## src/source/cpu_ctrl_pkg.sv

```systemverilog
/* CPU control unit definitions */
package cpu_ctrl_pkg;

	// Bus and instruction bytes
	typedef logic [7:0] opcode_t;
	typedef logic [7:0] data_t;

	// Register code B C D E H L M A
	typedef logic [2:0] reg_sel_t;

	// Data reads after the opcode fetch (0 to 2)
	typedef logic [1:0] rd_count_t;

	localparam reg_sel_t REG_M = 3'd6;	// Memory through HL

	localparam opcode_t OP_XCHG = 8'hEB;
	localparam opcode_t OP_HLT = 8'h76;

	// Field positions in the opcode
	localparam int DST_LSB = 3;	// ddd
	localparam int SRC_LSB = 0;	// sss
	localparam int RP_LSB = 4;	// rp of LXI

	// Kept instruction groups plus G_NOP for the rest
	typedef enum logic [2:0] {
		G_NOP,
		G_MOV_RR,
		G_MOV_RM,	// MOV r,M
		G_MOV_MR,	// MOV M,r
		G_MVI,
		G_LXI,
		G_XCHG,
		G_HLT
	} op_group_t;

	// Machine cycles
	typedef enum logic [2:0] {
		MC_M1,
		MC_R1,
		MC_R2,
		MC_W1,
		MC_HALT
	} mc_t;

	// T-states without T5 or T6
	typedef enum logic [2:0] {
		T_RESET,
		T1,
		T2,
		T3,
		T4
	} t_state_t;

endpackage

```

## src/source/ctrl_strobes.sv

```systemverilog
/* Register file control strobes */
`timescale 1ns/10ps

module ctrl_strobes (
	input logic phi1,
	input logic reset,
	input cpu_ctrl_pkg::mc_t mc,
	input cpu_ctrl_pkg::t_state_t t_state,
	input cpu_ctrl_pkg::op_group_t group,
	input cpu_ctrl_pkg::reg_sel_t dst_sel,
	input cpu_ctrl_pkg::reg_sel_t src_sel,
	output logic reg_rd,
	output cpu_ctrl_pkg::reg_sel_t reg_rd_sel,
	output logic reg_wr,
	output cpu_ctrl_pkg::reg_sel_t reg_wr_sel,
	output logic pc_inc,
	output logic addr_from_hl,
	output logic xchg
);
	import cpu_ctrl_pkg::*;

	t_state_t t_prev;
	logic at_t1;
	logic at_t3;
	logic at_t4;
	logic [1:0] rp;
	logic lxi_pair;	// LXI to B, D or H

	always_ff @(posedge phi1) begin
		if (reset)
			t_prev <= T_RESET;
		else
			t_prev <= t_state;
	end

	// First cycle of each state
	assign at_t1 = (t_state == T1) && (t_prev != T1);
	assign at_t3 = (t_state == T3) && (t_prev != T3);
	assign at_t4 = (t_state == T4) && (t_prev != T4);

	assign rp = dst_sel[RP_LSB - DST_LSB +: 2];
	assign lxi_pair = (group == G_LXI) && (rp != 2'b11);

	assign pc_inc = at_t3 && ((mc == MC_M1) ||
		((mc == MC_R1 || mc == MC_R2) && group != G_MOV_RM));	// HL read leaves PC alone

	assign addr_from_hl = at_t1 && (((mc == MC_R1) && (group == G_MOV_RM)) ||
		((mc == MC_W1) && (group == G_MOV_MR)));

	// Source read once the opcode is latched
	assign reg_rd = at_t3 && (mc == MC_M1) &&
		(group == G_MOV_RR || group == G_MOV_MR);
	assign reg_rd_sel = src_sel;

	always_comb begin
		reg_wr = 1'b0;
		reg_wr_sel = dst_sel;
		if (at_t4 && mc == MC_M1 && group == G_MOV_RR)
			reg_wr = 1'b1;
		if (at_t3 && mc == MC_R1 && (group == G_MVI || group == G_MOV_RM))
			reg_wr = 1'b1;
		if (at_t3 && lxi_pair) begin
			if (mc == MC_R1) begin
				reg_wr = 1'b1;
				reg_wr_sel = {rp, 1'b1};	// C, E or L
			end else if (mc == MC_R2) begin
				reg_wr = 1'b1;
				reg_wr_sel = {rp, 1'b0};
			end
		end
	end

	assign xchg = at_t4 && (mc == MC_M1) && (group == G_XCHG);

endmodule

```

## src/source/cycle_sequencer.sv

```systemverilog
/* Machine cycle and T-state sequencer */
`timescale 1ns/10ps

module cycle_sequencer (
	input logic phi1,
	input logic reset,
	input logic mem_ack,
	input cpu_ctrl_pkg::rd_count_t rd_count,
	input logic has_write,
	input logic is_halt,
	output cpu_ctrl_pkg::mc_t mc,
	output cpu_ctrl_pkg::t_state_t t_state,
	output logic fetch_done,
	output logic ale,
	output logic rd_n,
	output logic wr_n,
	output logic mem_req
);
	import cpu_ctrl_pkg::*;

	mc_t mc_next;
	rd_count_t rd_seen;	// R cycles done in this instruction
	logic rd_last;

	assign rd_last = (rd_seen + 2'd1) >= rd_count;

	// Next machine cycle at the end of T3 or T4
	always_comb begin
		mc_next = MC_M1;
		case (mc)
			MC_M1: begin
				if (is_halt)
					mc_next = MC_HALT;
				else if (rd_count != 2'd0)
					mc_next = MC_R1;
				else if (has_write)
					mc_next = MC_W1;
			end
			MC_R1, MC_R2: begin
				if (!rd_last)
					mc_next = MC_R2;
				else if (has_write)
					mc_next = MC_W1;
			end
			MC_HALT: mc_next = MC_HALT;
			default: mc_next = MC_M1;
		endcase
	end

	always_ff @(posedge phi1) begin
		if (reset) begin
			mc <= MC_M1;
			t_state <= T_RESET;
			rd_seen <= 2'd0;
		end else if (mc != MC_HALT) begin
			case (t_state)
				T_RESET: t_state <= T1;
				T1: t_state <= T2;
				T2: begin
					if (mem_ack)
						t_state <= T3;
				end
				T3: begin
					// Wait for the acknowledge to drop
					if (!mem_ack) begin
						if (mc == MC_M1) begin
							t_state <= T4;
						end else begin
							t_state <= T1;
							mc <= mc_next;
							if (mc == MC_R1 || mc == MC_R2)
								rd_seen <= rd_seen + 2'd1;
						end
					end
				end
				T4: begin
					// HALT idles with no T1
					t_state <= is_halt ? T_RESET : T1;
					mc <= mc_next;
					rd_seen <= 2'd0;
				end
				default: t_state <= T_RESET;
			endcase
		end
	end

	assign fetch_done = (mc == MC_M1) && (t_state == T2) && mem_ack;	// Opcode on data_in

	assign ale = (t_state == T1);
	assign mem_req = (t_state == T2);
	assign rd_n = !((t_state == T2) && (mc != MC_W1));
	assign wr_n = !((t_state == T2) && (mc == MC_W1));

endmodule

```

## src/source/decoding_unit.sv

```systemverilog
/* Decoding unit top */
`timescale 1ns/10ps

module decoding_unit (
	input logic phi1,
	input logic reset,
	input cpu_ctrl_pkg::data_t data_in,
	input logic mem_ack,
	output logic ale,
	output logic rd_n,
	output logic wr_n,
	output logic mem_req,
	output cpu_ctrl_pkg::mc_t mc,
	output cpu_ctrl_pkg::t_state_t t_state,
	output logic reg_rd,
	output cpu_ctrl_pkg::reg_sel_t reg_rd_sel,
	output logic reg_wr,
	output cpu_ctrl_pkg::reg_sel_t reg_wr_sel,
	output logic pc_inc,
	output logic addr_from_hl,
	output logic xchg
);
	import cpu_ctrl_pkg::*;

	op_group_t group_dec;
	rd_count_t rd_count_dec;
	logic has_write_dec;
	op_group_t group;
	rd_count_t rd_count;
	logic has_write;
	logic is_halt;
	reg_sel_t dst_sel;
	reg_sel_t src_sel;
	logic fetch_done;

	opcode_decode i_opcode_decode (
		.opcode(data_in),
		.group(group_dec),
		.rd_count(rd_count_dec),
		.has_write(has_write_dec)
	);

	instr_reg i_instr_reg (
		.phi1(phi1),
		.reset(reset),
		.fetch_done(fetch_done),
		.opcode_in(data_in),
		.group_in(group_dec),
		.rd_count_in(rd_count_dec),
		.has_write_in(has_write_dec),
		.group(group),
		.rd_count(rd_count),
		.has_write(has_write),
		.is_halt(is_halt),
		.dst_sel(dst_sel),
		.src_sel(src_sel)
	);

	cycle_sequencer i_cycle_sequencer (
		.phi1(phi1),
		.reset(reset),
		.mem_ack(mem_ack),
		.rd_count(rd_count),
		.has_write(has_write),
		.is_halt(is_halt),
		.mc(mc),
		.t_state(t_state),
		.fetch_done(fetch_done),
		.ale(ale),
		.rd_n(rd_n),
		.wr_n(wr_n),
		.mem_req(mem_req)
	);

	ctrl_strobes i_ctrl_strobes (
		.phi1(phi1),
		.reset(reset),
		.mc(mc),
		.t_state(t_state),
		.group(group),
		.dst_sel(dst_sel),
		.src_sel(src_sel),
		.reg_rd(reg_rd),
		.reg_rd_sel(reg_rd_sel),
		.reg_wr(reg_wr),
		.reg_wr_sel(reg_wr_sel),
		.pc_inc(pc_inc),
		.addr_from_hl(addr_from_hl),
		.xchg(xchg)
	);

endmodule

```

## src/source/instr_reg.sv

```systemverilog
/* Instruction register */
`timescale 1ns/10ps

module instr_reg (
	input logic phi1,
	input logic reset,
	input logic fetch_done,
	input cpu_ctrl_pkg::opcode_t opcode_in,
	input cpu_ctrl_pkg::op_group_t group_in,
	input cpu_ctrl_pkg::rd_count_t rd_count_in,
	input logic has_write_in,
	output cpu_ctrl_pkg::op_group_t group,
	output cpu_ctrl_pkg::rd_count_t rd_count,
	output logic has_write,
	output logic is_halt,
	output cpu_ctrl_pkg::reg_sel_t dst_sel,
	output cpu_ctrl_pkg::reg_sel_t src_sel
);
	import cpu_ctrl_pkg::*;

	always_ff @(posedge phi1) begin
		if (reset) begin
			group <= G_NOP;
			rd_count <= 2'd0;
			has_write <= 1'b0;
		end else if (fetch_done) begin
			group <= group_in;
			rd_count <= rd_count_in;
			has_write <= has_write_in;
		end
	end

	// Register fields
	always_ff @(posedge phi1) begin
		if (fetch_done) begin
			dst_sel <= opcode_in[DST_LSB +: 3];
			src_sel <= opcode_in[SRC_LSB +: 3];
		end
	end

	assign is_halt = (group == G_HLT);

endmodule

```

## src/source/opcode_decode.sv

```systemverilog
/* Opcode group decoder */
`timescale 1ns/10ps

module opcode_decode (
	input cpu_ctrl_pkg::opcode_t opcode,
	output cpu_ctrl_pkg::op_group_t group,
	output cpu_ctrl_pkg::rd_count_t rd_count,
	output logic has_write
);
	import cpu_ctrl_pkg::*;

	reg_sel_t dst;
	reg_sel_t src;

	assign dst = opcode[DST_LSB +: 3];
	assign src = opcode[SRC_LSB +: 3];

	always_comb begin
		group = G_NOP;
		if (opcode == OP_HLT) begin
			group = G_HLT;	// Would otherwise be MOV M,M
		end else if (opcode == OP_XCHG) begin
			group = G_XCHG;
		end else if (opcode[7:6] == 2'b01) begin
			if (dst == REG_M)
				group = G_MOV_MR;
			else if (src == REG_M)
				group = G_MOV_RM;
			else
				group = G_MOV_RR;
		end else if (opcode[7:6] == 2'b00) begin
			// MVI M left out
			if (src == REG_M && dst != REG_M)
				group = G_MVI;
			else if (opcode[3:0] == 4'b0001)
				group = G_LXI;
		end
	end

	// Bus-cycle plan per group
	always_comb begin
		rd_count = 2'd0;
		has_write = 1'b0;
		case (group)
			G_MOV_RM, G_MVI: rd_count = 2'd1;
			G_LXI: rd_count = 2'd2;	// Low byte then high byte
			G_MOV_MR: has_write = 1'b1;
			default: begin
				rd_count = 2'd0;
				has_write = 1'b0;
			end
		endcase
	end

endmodule
```

## config.mk

```make
export PLATFORM = sky130hd
export DESIGN_NAME = decoding_unit
export DESIGN_NICKNAME = d
export VERILOG_FILES = /design/src/source/cpu_ctrl_pkg.sv /design/src/source/ctrl_strobes.sv /design/src/source/cycle_sequencer.sv /design/src/source/decoding_unit.sv /design/src/source/instr_reg.sv /design/src/source/opcode_decode.sv
export SDC_FILE = /design/constraint.sdc
export NUM_CORES = 1
export LEC_CHECK = 0
export BUFFER_PORTS_ARGS = -buffer_cell sky130_fd_sc_hd__buf_2
export CORE_MARGIN = 2
export CORE_UTILIZATION = 50
export DETAILED_ROUTE_END_ITERATION = 10
export PLACE_DENSITY = 0.77
export SLEW_MARGIN = 20
export SYNTH_ARGS = -nofsm -noshare
export SYNTH_HDL_FRONTEND = slang
export SYNTH_SLANG_ARGS = --single-unit
export TNS_END_PERCENT = 30
```

## constraint.sdc

```tcl
create_clock -name phi1 -period 2.37 [get_ports phi1]
set_input_delay 0.237 -clock phi1 [delete_from_list [all_inputs] [get_ports phi1]]
set_output_delay 0.237 -clock phi1 [all_outputs]
set_load 0.1 [all_outputs]
```

# Yosys cells after proc, flatten, opt, wreduce, memory -nomap -nowiden
# Cells that the tools add are included.
totals:
  reg_bits: 23
  latch_bits: 0
  mem_bits_rw: 0
  mem_bits_ro: 0
  input_bits: 11
  output_inout_bits: 21
  wordCells: 122
  memories: 0
op_classes:
  n_addsub: 1
  n_mul: 0
  div_mod_pow: 0
  magnitude_cmp: 1
  n_eq_ne: 37
  shift: 0
  muxes: 35
  bitwise_logic: 0
  n_reduce_logical: 39
ops:
  columns: ["op", "n"]
  rows:
  - ["two-way mux 3 bit", 15]
  - ["equality test 3 bit (second input constant)", 10]
  - ["equality test 3 x 2 -> 1 bit (second input constant)", 8]
  - ["logical AND 1 bit", 22]
  - ["case mux 3 bit (5 select lines)", 1]
  - ["two-way mux 1 bit", 10]
  - ["two-way mux 2 bit", 5]
  - ["inequality test 2 bit (second input constant)", 5]
  - ["equality test 3 x 1 -> 1 bit (second input constant)", 3]
  - ["inequality test 3 x 2 -> 1 bit (second input constant)", 3]
  - ["inequality test 3 bit (second input constant)", 3]
  - ["case mux 3 bit (3 select lines)", 1]
  - ["equality test 8 x 7 -> 1 bit (second input constant)", 1]
  - ["equality test 8 bit (second input constant)", 1]
  - ["case mux 2 bit (2 select lines)", 2]
  - ["logical NOT 3 bit", 2]
  - ["case mux 3 bit (2 select lines)", 1]
  - ["logical OR 1 bit", 5]
  - ["AND reduction 5 bit", 1]
  - ["equality test 4 x 1 -> 1 bit (second input constant)", 1]
  - ["AND reduction 4 bit", 1]
  - ["nonzero test 2 bit", 2]
  - ["OR reduction 2 bit", 2]
  - ["inequality test 3 x 1 -> 1 bit (second input constant)", 1]
  - ["6 further kinds", 7]

# Depth between registers and ports, before layout
# Gate-level depths: netlist of run 1.
logic_depth:
  ltp_word: 10
  depth_mapped: 7
  ltp_nobuf: 6

# Modules after synthesis
# A second synthesis of run 1 with hierarchy kept.
hier_totals:
  cells_unflattened: 169
  hier_area_um2: 1487.7
modules_own_cells:
  columns: ["module", "instances", "cells_per_inst", "area_per_inst_um2", "seq_area_each_um2"]
  rows:
  - ["cycle_sequencer", 1, 78, 590.6, 160.2]
  - ["instr_reg", 1, 26, 400.4, 300.3]
  - ["ctrl_strobes", 1, 46, 374.1, 60.1]
  - ["opcode_decode", 1, 19, 122.6, 0.0]

# Worst setup path after synthesis of run 1
# Ideal clock, no wire load.
synth_timing:
  path_kind: "reg-to-output"
  from: "register i_cycle_sequencer.t_state[0]"
  to: "output port addr_from_hl"
  t_arrival_ns: 6.141
  slack_ns: -4.008
  stages_incl_launch_ff: 5
  cell_sequence: "dfxtp_1 -> buf_2 -> nor3b_1 -> nand4_1 -> a211oi_1"
synth_between:
  elab_chain_cells: 3
synth_lines:
  columns: ["element", "line", "text"]
  rows:
  - ["start: declaration", "cycle_sequencer.sv:12", "output cpu_ctrl_pkg::t_state_t t_state,"]
  - ["start signal: assignment", "cycle_sequencer.sv:78", "t_state <= is_halt ? T_RESET : T1;"]
  - ["equality test 3 x 1 -> 1 bit", null, null]
  - ["named net ale", "decoding_unit.sv:9", "output logic ale,"]
  - ["logical AND 1 bit", "ctrl_strobes.sv:37", "assign at_t1 = (t_state == T1) && (t_prev != T1);"]
  - ["logical AND 1 bit", "ctrl_strobes.sv:47", "assign addr_from_hl = at_t1 && (((mc == MC_R1) && (group == G_MOV_RM)) ||"]
  - ["end: declaration", "decoding_unit.sv:20", "output logic addr_from_hl,"]
# The timed path passes the listed nets, and every way through them passes these cells.

# Worst setup path after layout of run 1
layout_timing:
  from: "register i_cycle_sequencer.t_state[2]"
  to: "output port xchg"
layout_between:
  elab_chain_cells: 4
layout_lines:
  columns: ["element", "line", "text"]
  rows:
  - ["equality test 3 bit", "ctrl_strobes.sv:39", "assign at_t4 = (t_state == T4) && (t_prev != T4);"]
  - ["logical AND 1 bit", "ctrl_strobes.sv:39", null]
  - ["logical AND 1 bit (2 in a row)", "ctrl_strobes.sv:73", "assign xchg = at_t4 && (mc == MC_M1) && (group == G_XCHG);"]
  - ["end: declaration", "decoding_unit.sv:21", "output logic xchg"]
# Every way passes these cells.

==> results.tsv, run 1 <==
stage	metric	value	unit
outcome	status	finished, final reports clean	
placement	# port buffers	31	
grt	gr busiest metal	met2	
clock_tree	Num CTS Buffers	3	
grt	pin count of the biggest net entering global routing	18	
worst_setup_path	r2r worst-path depth	6	
detailed_routing	WL per Instance	15.7	um
clock_tree	clk buf depth	2	
worst_setup_path	launching point of the worst reg2reg path	i_cycle_sequencer.rd_seen[0]$_SDFFE_PP0P_	
yosys	syn_nets	176	
yosys	Synth top area share	0.241	
clock_tree	worst-skew pair later-pin latency	300	ps
grt	met1 Track Usage GR	0.329	
clock_tree	clk sinks	23	
grt	met3 track demand over resource	0.0295	
power	sequential power share	0.484	
sta	Final Worst Setup Slack	161	ps
sta	FMAX	453	MHz
die	die area	0.00326	mm2
sta	Setup-failing EPs final	0	
hold_path	Hold Path Origin	data_in[5]	
worst_setup_path	Critical Path Sink Type	output port	
finish	diodes inserted	0	
worst_setup_path	Startpoint Class	flop	
yosys	sequential element share of the synthesized area	0.369	
yosys	mapped cell area	0.00141	mm2
worst_setup_path	Worst Path Arrival	1970	ps
yosys	Post-synth EDFFs	6	
placement	area post-placement	0.00166	mm2
sta	slew margin rel.	0.676	
power	Leakage	0.000659	uW
grt	number of global-route vias before repair	1212	
sta	clk_skew	1.77	ps
yosys	Seq cells post-synth	23	
hold_path	hold path depth	1	
power	Clk network pwr share	0.186	
sta	RSZ-0062 raised after global routing	no	
hold_path	hold crit path type	input port to flop	
clock_tree	TritonCTS clock tree	yes	
finish	Register Area	538	um2
yosys	Synth Instances	163	
die	Core Area	0.00271	mm2
worst_setup_path	WP buf/inv	1	
finish	Finished Cell Area	0.00170	mm2
detailed_routing	Routed Antenna Nets	0	
grt	GR Layer Usage met2	0.350	
yosys	Syn Area/Cell	8.66	um2
clock_tree	Post-CTS Setup Repair Bufs	0	
die	Die Ht	57.1	um
sta	Slew Limit Fails	0	
yosys	Synthesis Warnings	0	
power	Logic pwr share	0.330	
worst_setup_path	worst path cell trace	nor3b_2 -> nand3_1 -> nor4_4 -> buf_2	
finish	Area Growth Syn to Fin	20.2	%
detailed_routing	DRC Markers	0	
worst_setup_path	Crit Path Max Fanout	13	
finish	layout filler cell count	242	
yosys	Synth area leader	dfxtp_1	
power	Sw Ratio	0.413	
yosys	Synth Flop Type	dfxtp_1	
power	peak supply drop	0.368	mV
flow_run	max cap viols	0	
worst_setup_path	worst endpoint required time	2130	ps
detailed_routing	Vias/cell	5.85	
worst_setup_path	CP startpoint	i_cycle_sequencer.t_state[2]$_SDFFE_PP0P_	
sta	Final period util	0.932	
die	I/O pins	32	
detailed_routing	TritonRoute pass-1 iters	5	
finish	ratio of cells with drive above 1 in the final layout	0.317	
worst_setup_path	crit-path max cell delay	460	ps
detailed_routing	Initial DRC Count	55	
yosys	Async SR Flop Fraction	0	
finish	Layout Nets	203	
yosys	top post-synthesis cells by area	dfxtp_1 (24%), edfxtp_1 (13%), a21oi_1 (4.3%), nor2_1 (4.3%), nand2_1 (3.5%)	
detailed_routing	vias	1288	
sta	worst slew pin tran	489	ps
grt	total gr overflow	0	
grt	Tot GR Track Use	0.226	
grt	first-pass GRT wire length	5880	um
worst_setup_path	CP Depth	4	
worst_setup_path	kind of cell adding the most delay to the critical path	simple AND/OR/NAND/NOR gates	
yosys	Netlist cell types	55	
die	Starting Density	0.521	
die	Die X	57.1	um
placement	post-DP HPWL	2640	um
power	Psw	401	uW
placement	Placer Congestion	0.911	
placement	post-place setup slack	365	ps
grt	initial antenna violation count	0	
sta	Final min period	2210	ps
power	PD cells	572	mW/mm2
worst_setup_path	Setup CP Type	flop to output port	
worst_setup_path	critical path's slowest cell	buf_2	
power	Internal	570	uW
finish	Multi-input gate area	883	um2
detailed_routing	Routed WL	3450	um
die	num rows	19	
sta	final hold vios	0	
clock_tree	htree depth	1	
clock_tree	Clk Tree Root Cell	clkbuf_4	
clock_tree	clock-pin slew on the worst setup and hold paths	130	ps
[cell families after synthesis]
group                      synth area share
AOI/OAI and AO/OA                     0.203
buffers and inverters                0.0727
muxes                               0.00709
xor gates and xnor gates             0.0248
DFF                                   0.369
and+or+nand+nor                       0.306
adders and majority gates            0.0177
[cells in the mapped netlist, drive strengths merged (3+ instances only)]
cell type,n
nand2b,4
xor2,3
nor3,4
a21oi,12
o21ai,3
edfxtp,6
a221oi,3
dfxtp,17
nand3,4
clkbuf,3
nor2,16
nand2,13
a211oi,4
buf,9
and3b,4
nor2b,7
nand4,3
nor4b,3
nor3b,4
inv,7
[repair_timing]
item,in CTS,in global routing
endpoints found under the hold margin,0,0
hold buffers,0,0
setup endpoints to repair,0,2
resized for setup,0,5
[cells in the final DEF, fill, tap and decap left out, types with 4 or more instances in the layout]
cell type,instances
dfxtp_1,11
nand2_1,13
a21oi_1,11
edfxtp_1,6
nor2_1,16
buf_4,5
inv_1,6
nor2b_1,7
nand2b_1,4
buf_2,29
dfxtp_4,4
[worst paths after layout]
kind | to | slack [ps]
worst max-delay path | xchg | 160
worst min-delay path | i_instr_reg.dst_sel[2]$_DFFE_PP_ | 130
worst max register to register | i_cycle_sequencer.mc[1]$_SDFFE_PP0P_ | 520
worst min register to register | i_cycle_sequencer.rd_seen[1]$_SDFFE_PP0P_ | 540
[registers in the layout (all words and copies together), names as in the netlist, 2 cells and up]
signal and count:
i_instr_reg.group 3, i_cycle_sequencer.rd_seen 2, i_instr_reg.rd_count 2, i_ctrl_strobes.t_prev 3, i_instr_reg.dst_sel 3, i_cycle_sequencer.t_state 3, i_instr_reg.src_sel 3, i_cycle_sequencer.mc 3
[power groups by stage]
stage | Combinational [uW] | Clock [uW] | Sequential [uW]
2_1_floorplan | 230 | 0 | 522
3_3_place_gp | 315 | 0 | 475
3_5_place_dp | 318 | 0 | 478
4_1_cts | 319 | 183 | 469
5_1_grt | 339 | 207 | 476
6_report | 320 | 180 | 470
[metal layers]
metal | share of wire | vias to the layer above
li1 | - | 653
met1 | 0.48 | 603
met2 | 0.48 | 26
met3 | 0.022 | 6
met4 | 0.017 | 0
met5 | 0 | -
[area by class of cell]
type | count | area share
well taps | 31 | 0.0229
clock inverters | 1 | 0.00295
clock buffers | 3 | 0.0133
repair buffers | 34 | 0.108
multi-input cells | 121 | 0.521
inverters | 7 | 0.0155
flip-flops and latches | 23 | 0.317
[metrics by stage]
step / util / TNS (ps) / hold slack [ps] / cells / power [uW]
6_report: 0.626 / 0 / 132 / 220 / 971
5_1_grt: 0.626 / 0 / 104 / 220 / 1020
4_1_cts: 0.623 / 0 / 125 / 220 / 971
3_5_place_dp: 0.613 / 0 / 444 / 216 / 797
3_3_place_gp: 0.613 / 0 / 440 / 216 / 789
2_1_floorplan: - / -2530 / 336 / 163 / 752
[worst register-to-register path: cells and delay by family (launching register included)]
kind | cells | cell delay [ps]
flops | 1 | 440
xor+xnor | 1 | 170
compound gates | 3 | 450
fa+ha+maj | 1 | 250
simple gates | 1 | 480
No activity file was read; power rests on OpenSTA's default activity.
==> run 2, diff against run 1 <==
--- a/config.mk
+++ b/config.mk
@@ -10,6 +10,7 @@
 export CORE_UTILIZATION = 50
 export DETAILED_ROUTE_END_ITERATION = 10
 export PLACE_DENSITY = 0.77
+export REMOVE_ABC_BUFFERS = 1
 export SLEW_MARGIN = 20
 export SYNTH_ARGS = -nofsm -noshare
 export SYNTH_HDL_FRONTEND = slang
==> run 2 against run 1 <==
Compared with the run above: critical path depth rose by 1; sequential power fell by 0.9%; count of clock-buffer cells in the layout did not move; global-route usage fell by 2.2 points; sequential share of layout area rose by 0.85 points; non-clock buffer count did not move; utilization fell by 2.9 points; critical path type unchanged; largest power group unchanged.
==> results.tsv, run 2 (synthesis gave the netlist of run 1 again) <==
stage	metric	value	unit
grt	number of global-route vias before repair	1152	
sta	final hold vios	0	
detailed_routing	Vias/cell	5.98	
grt	first-pass GRT wire length	5230	um
die	num rows	19	
flow_run	max cap viols	0	
detailed_routing	Routed WL	3250	um
grt	initial antenna violation count	0	
finish	Finished Cell Area	0.00162	mm2
power	total power	960	uW
outcome	status	finished, final reports clean	
die	Die Ht	57.1	um
sta	Setup-failing EPs final	0	
grt	met1 Track Usage GR	0.271	
die	Core Area	0.00271	mm2
grt	met3 track demand over resource	0.0204	
worst_setup_path	worst endpoint required time	2130	ps
clock_tree	TritonCTS clock tree	yes	
sta	worst slew pin tran	524	ps
worst_setup_path	Startpoint Class	flop	
finish	commonest non-fill, non-tap cell in the layout	buf_2	
clock_tree	Hold Buf Count CTS	0	
worst_setup_path	r2r worst-path depth	6	
die	Die X	57.1	um
finish	layout filler cell count	254	
die	Starting Density	0.521	
finish	Register Area	527	um2
die	I/O pins	32	
sta	RSZ-0062 raised after global routing	no	
clock_tree	htree depth	1	
detailed_routing	vias	1316	
power	PD cells	594	mW/mm2
clock_tree	clk sinks	23	
worst_setup_path	Setup CP Type	flop to output port	
worst_setup_path	Worst Path Arrival	1990	ps
detailed_routing	TritonRoute pass-1 iters	4	
finish	ratio of cells with drive above 1 in the final layout	0.259	
power	peak supply drop	0.544	mV
hold_path	hold path depth	1	
placement	# port buffers	31	
worst_setup_path	crit-path max cell delay	650	ps
power	Leakage	0.000651	uW
finish	Area Growth Syn to Fin	14.6	%
worst_setup_path	reg-to-reg slack, setup	430	ps
clock_tree	Num CTS Buffers	3	
worst_setup_path	Critical Path Sink Type	output port	
worst_setup_path	worst path cell trace	xnor2_1 -> nor2_1 -> o31a_1 -> o21a_1 -> buf_2	
clock_tree	worst-skew pair later-pin latency	320	ps
clock_tree	Post-CTS Setup Repair Bufs	0	
grt	pin count of the biggest net entering global routing	18	
hold_path	Hold Path Origin	data_in[4]	
finish	Layout Nets	203	
sta	slew margin rel.	0.650	
placement	Placer Congestion	0.858	
sta	clk_skew	1.47	ps
finish	most frequent cells in the layout	buf_2 (28), nor2_1 (16), dfxtp_1 (14)	
clock_tree	Clk Tree Root Cell	clkbuf_4	
sta	FMAX	450	MHz
placement	area post-placement	0.00158	mm2
sta	Final Worst Setup Slack	146	ps
detailed_routing	Initial DRC Count	39	
sta	Final min period	2220	ps
placement	post-DP HPWL	2450	um
detailed_routing	Routed Antenna Nets	0	
worst_setup_path	launching point of the worst reg2reg path	i_cycle_sequencer.mc[1]$_SDFFE_PP0P_	
placement	post-place setup slack	320	ps
sta	Final period util	0.938	
clock_tree	clk buf depth	2	
hold_path	hold endpoint	i_instr_reg.dst_sel[1]$_DFFE_PP_	
detailed_routing	WL per Instance	14.8	um
hold_path	hold crit path type	input port to flop	
detailed_routing	DRC Markers	0	
finish	Multi-input gate area	788	um2
clock_tree	clock-pin slew on the worst setup and hold paths	130	ps
die	die area	0.00326	mm2
grt	total gr overflow	0	
worst_setup_path	Crit Path Max Fanout	14	
grt	Tot GR Track Use	0.204	
sta	Slew Limit Fails	0	
grt	gr busiest metal	met2	
grt	GR Layer Usage met2	0.346	
worst_setup_path	critical path's slowest cell	dfxtp_1	
finish	diodes inserted	0	
worst_setup_path	reg2reg end	i_instr_reg.group[0]$_SDFFE_PP0P_	
[run 2: cell types whose count changed in the layout (fill, tap and decap cells not counted), sizes merged]
cell	change
buf	-1
clkbuf	+1
[run 2: power breakdown]
group	total (uW)	switching [uW]	internal, uW
Combinational	304	234	70.3
Clock	190	127	63.3
Sequential	466	38.4	428
Total	960	399	562
[run 2: stage by stage]
step / std cells / hold WS, ps / setup TNS, ps / utilization
finish: 220 / 112 / 0 / 0.597
global route: 220 / 105 / 0 / 0.597
CTS: 220 / 98.8 / 0 / 0.595
detailed placement: 216 / 445 / 0 / 0.584
global placement: 216 / 436 / 0 / 0.584
floorplan: 151 / 306 / -31980 / -
[run 2: how the worst max path moves through the flow]
stage	from	end	slack (ps)	cells past startpoint
after floorplan	i_cycle_sequencer.t_state[0]$_SDFFE_PP0P_	addr_from_hl	-3890	3
after global placement	i_cycle_sequencer.t_state[0]$_SDFFE_PP0P_	reg_wr_sel[0]	410	6
after detailed placement	i_cycle_sequencer.t_state[0]$_SDFFE_PP0P_	reg_wr	320	7
after CTS	i_cycle_sequencer.t_state[2]$_SDFFE_PP0P_	reg_wr	70	5
after global routing	i_cycle_sequencer.mc[1]$_SDFFE_PP0P_	reg_wr	2	5
final	i_cycle_sequencer.mc[1]$_SDFFE_PP0P_	pc_inc	150	5
[run 2: area by class of cell]
cell class              count  share of cell area
flip-flops and latches     23               0.326
multi-input cells         121               0.487
inverters                   7              0.0162
repair buffers             34               0.130
well taps                  31              0.0240
clock inverters             1             0.00309
clock buffers               3              0.0139
[run 2: layer usage]
| layer | part of all wire | up-vias |
|---|---|---|
| li1 | - | 651 |
| met1 | 0.43 | 622 |
| met2 | 0.50 | 38 |
| met3 | 0.046 | 5 |
| met4 | 0.015 | 0 |
| met5 | 0 | - |
[run 2: repair_timing]
| item | CTS | global route |
|---|---|---|
| gates resized for setup | 2 | 3 |
| endpoints found under the setup margin | 3 | 3 |
| cloned | 0 | 0 |
| pin swaps | 0 | 0 |
| hold endpoints to repair | 0 | 0 |
[run 2: critical path, delay by kind of cell (launching register included)]
| kind | cells | cell delay, ps |
|---|---|---|
| flops | 1 | 650 |
| compound gates | 2 | 290 |
| simple gates | 1 | 190 |
| xor+xnor | 1 | 110 |
| buf+inv | 1 | 410 |
==> run 3, diff against run 2 <==
--- a/config.mk
+++ b/config.mk
@@ -5,11 +5,12 @@
 export SDC_FILE = /design/constraint.sdc
 export NUM_CORES = 1
 export LEC_CHECK = 0
-export BUFFER_PORTS_ARGS = -buffer_cell sky130_fd_sc_hd__buf_2
+export BUFFER_PORTS_ARGS = -buffer_cell sky130_fd_sc_hd__clkbuf_2
 export CORE_MARGIN = 2
-export CORE_UTILIZATION = 50
+export CORE_UTILIZATION = 57
 export DETAILED_ROUTE_END_ITERATION = 10
-export PLACE_DENSITY = 0.77
+export MAX_ROUTING_LAYER = met4
+export PLACE_DENSITY = 0.86
 export REMOVE_ABC_BUFFERS = 1
 export SLEW_MARGIN = 20
 export SYNTH_ARGS = -nofsm -noshare
==> run 3 against run 2 <==
Compared with the run above: sequential power is essentially flat; highest routed layer unchanged; combinational power is essentially flat; cell area grew 0.77%; global-route usage grew 4.0 points; worst hold slack gained 8.0 ps; critical path type unchanged; utilization grew 8.0 points; count of clock-buffer cells in the layout grew 1; first-iteration DRC count grew 64%; routed wire length grew 2.6%; flip-flop and latch count is the same; clock skew grew 2.9 ps; register-to-register slack lost 50 ps.
==> results.tsv, run 3 (synthesis gave the netlist of run 1 again) <==
stage	metric	value	unit
outcome	status	finished, final reports clean	
power	total power	956	uW
finish	diodes inserted	0	
grt	pin count of the biggest net entering global routing	18	
die	Die X	53.8	um
detailed_routing	DRC Markers	0	
hold_path	hold crit path type	input port to flop	
clock_tree	clk sinks	23	
clock_tree	Clk Tree Root Cell	clkbuf_4	
finish	layout filler cell count	203	
detailed_routing	Routed Antenna Nets	0	
worst_setup_path	crit-path max cell delay	470	ps
clock_tree	TritonCTS clock tree	yes	
clock_tree	Post-CTS Setup Repair Bufs	0	
worst_setup_path	Startpoint Class	flop	
placement	# port buffers	31	
grt	number of global-route vias before repair	1171	
power	peak supply drop	0.462	mV
grt	initial antenna violation count	0	
placement	post-DP HPWL	2410	um
sta	RSZ-0062 raised after global routing	no	
worst_setup_path	Critical Path Sink Type	output port	
finish	most frequent cells in the layout	clkbuf_2 (27), nor2_1 (16), dfxtp_1 (14)	
grt	Tot GR Track Use	0.244	
power	PD cells	586	mW/mm2
clock_tree	clock-pin slew on the worst setup and hold paths	120	ps
clock_tree	Num CTS Buffers	3	
sta	setup TNS	0	ps
hold_path	hold endpoint	i_instr_reg.src_sel[2]$_DFFE_PP_	
worst_setup_path	Worst Path Arrival	2000	ps
sta	FMAX	447	MHz
worst_setup_path	worst path cell trace	nor3b_4 -> nand3_1 -> o311ai_0 -> buf_4 -> buf_12	
placement	Placer Congestion	0.902	
flow_run	max cap viols	0	
sta	Final period util	0.944	
clock_tree	htree depth	1	
die	I/O pins	32	
power	Leakage	0.000649	uW
detailed_routing	WL per Instance	15.3	um
clock_tree	worst-skew pair later-pin latency	310	ps
sta	Final min period	2240	ps
hold_path	hold path depth	1	
detailed_routing	TritonRoute pass-1 iters	4	
detailed_routing	Initial DRC Count	64	
worst_setup_path	worst endpoint required time	2130	ps
worst_setup_path	reg-to-reg slack, setup	380	ps
worst_setup_path	r2r worst-path depth	6	
clock_tree	clk buf depth	2	
die	die area	0.00289	mm2
finish	commonest non-fill, non-tap cell in the layout	clkbuf_2	
sta	worst slew pin tran	554	ps
die	num rows	18	
finish	Area Growth Syn to Fin	15.5	%
worst_setup_path	critical path's slowest cell	dfxtp_2	
clock_tree	Hold Buf Count CTS	0	
finish	ratio of cells with drive above 1 in the final layout	0.265	
sta	final hold vios	0	
detailed_routing	Routed WL	3340	um
grt	total gr overflow	0	
die	Core Area	0.00241	mm2
detailed_routing	vias	1376	
die	Starting Density	0.586	
worst_setup_path	Setup CP Type	flop to output port	
placement	area post-placement	0.00158	mm2
sta	Setup-failing EPs final	0	
detailed_routing	Vias/cell	6.28	
finish	Layout Nets	203	
grt	first-pass GRT wire length	5050	um
sta	slew margin rel.	0.630	
worst_setup_path	reg2reg end	i_instr_reg.group[0]$_SDFFE_PP0P_	
worst_setup_path	launching point of the worst reg2reg path	i_cycle_sequencer.mc[2]$_SDFFE_PP0P_	
die	Die Ht	53.8	um
sta	Slew Limit Fails	0	
finish	Finished Cell Area	0.00163	mm2
hold_path	Hold Path Origin	data_in[2]	
worst_setup_path	Crit Path Max Fanout	13	
sta	clk_skew	4.36	ps
## run 3: changes by cell type in the layout (fill, tap and decap cells not counted)
cell      before  now
a21oi_1       12   11
buf_4          3    4
a21oi_2        0    1
nor3_1         4    3
clkinv_2       1    0
clkbuf_4       4    3
nor3b_4        0    1
nor3b_2        2    1
nor3_2         0    1
clkbuf_1       0    1
clkbuf_2       0   27
buf_2         28    1
## run 3: through the flow
step                      worst slack [ps]  hold WS [ps]  cells   util
final                                  134           120    219  0.677
after detailed placement               280           439    215  0.657
after global routing                  23.9           121    219  0.677
after global placement                 406           439    215  0.657
after CTS                             35.5           112    219  0.671
after floorplan                      -3890           306    151      -
## run 3: power breakdown
part,switching [uW],leakage [uW],total (uW),internal (uW)
logic,237,0.000440,307,69.6
registers,41.1,0.000194,469,428
clock network,115,0.0000150,180,65.7
## run 3: repair_timing
item,4_1_cts,5_1_grt
setup endpoints to repair,3,3
gates cloned,0,0
gates resized for setup,3,5
## run 3: layout make-up
| cell class | instances | area (um2) | area share |
|---|---|---|---|
| Timing Repair Buffer | 34 | 210 | 0.129 |
| Clock buffer | 4 | 26.3 | 0.0161 |
| Inverter | 7 | 26.3 | 0.0161 |
| Tap cell | 30 | 37.5 | 0.0230 |
| Multi-Input combinational cell | 121 | 803 | 0.493 |
| Sequential cell | 23 | 527 | 0.323 |
## run 3: worst max-delay path by stage
stage	startpoint	endpoint	slack, ps	cells after the start
2_1_floorplan	i_cycle_sequencer.t_state[0]$_SDFFE_PP0P_	addr_from_hl	-3890	3
3_3_place_gp	i_cycle_sequencer.t_state[0]$_SDFFE_PP0P_	addr_from_hl	410	4
3_5_place_dp	i_cycle_sequencer.t_state[0]$_SDFFE_PP0P_	reg_wr	280	7
4_1_cts	i_cycle_sequencer.t_state[2]$_SDFFE_PP0P_	reg_wr	40	5
5_1_grt	i_cycle_sequencer.mc[1]$_SDFFE_PP0P_	pc_inc	20	6
6_report	i_cycle_sequencer.t_state[2]$_SDFFE_PP0P_	reg_wr	130	5
## run 3: metal layers
metal	part of all wire	track usage	wire length [um]	vias to the layer above
li1	-	-	-	658
met1	0.43	0.297	1430	649
met2	0.50	0.407	1660	61
met3	0.065	0.0389	216	8
met4	0.011	0.0855	38	0
met5	0	-	0	-
## run 3: critical path: cells and delay by family, from the launching register on
kind / cells / cell delay (ps)
DFF: 1 / 470
AOI/OAI and AO/OA: 1 / 380
and+or+nand+nor: 2 / 480
buffers and inverters: 2 / 360
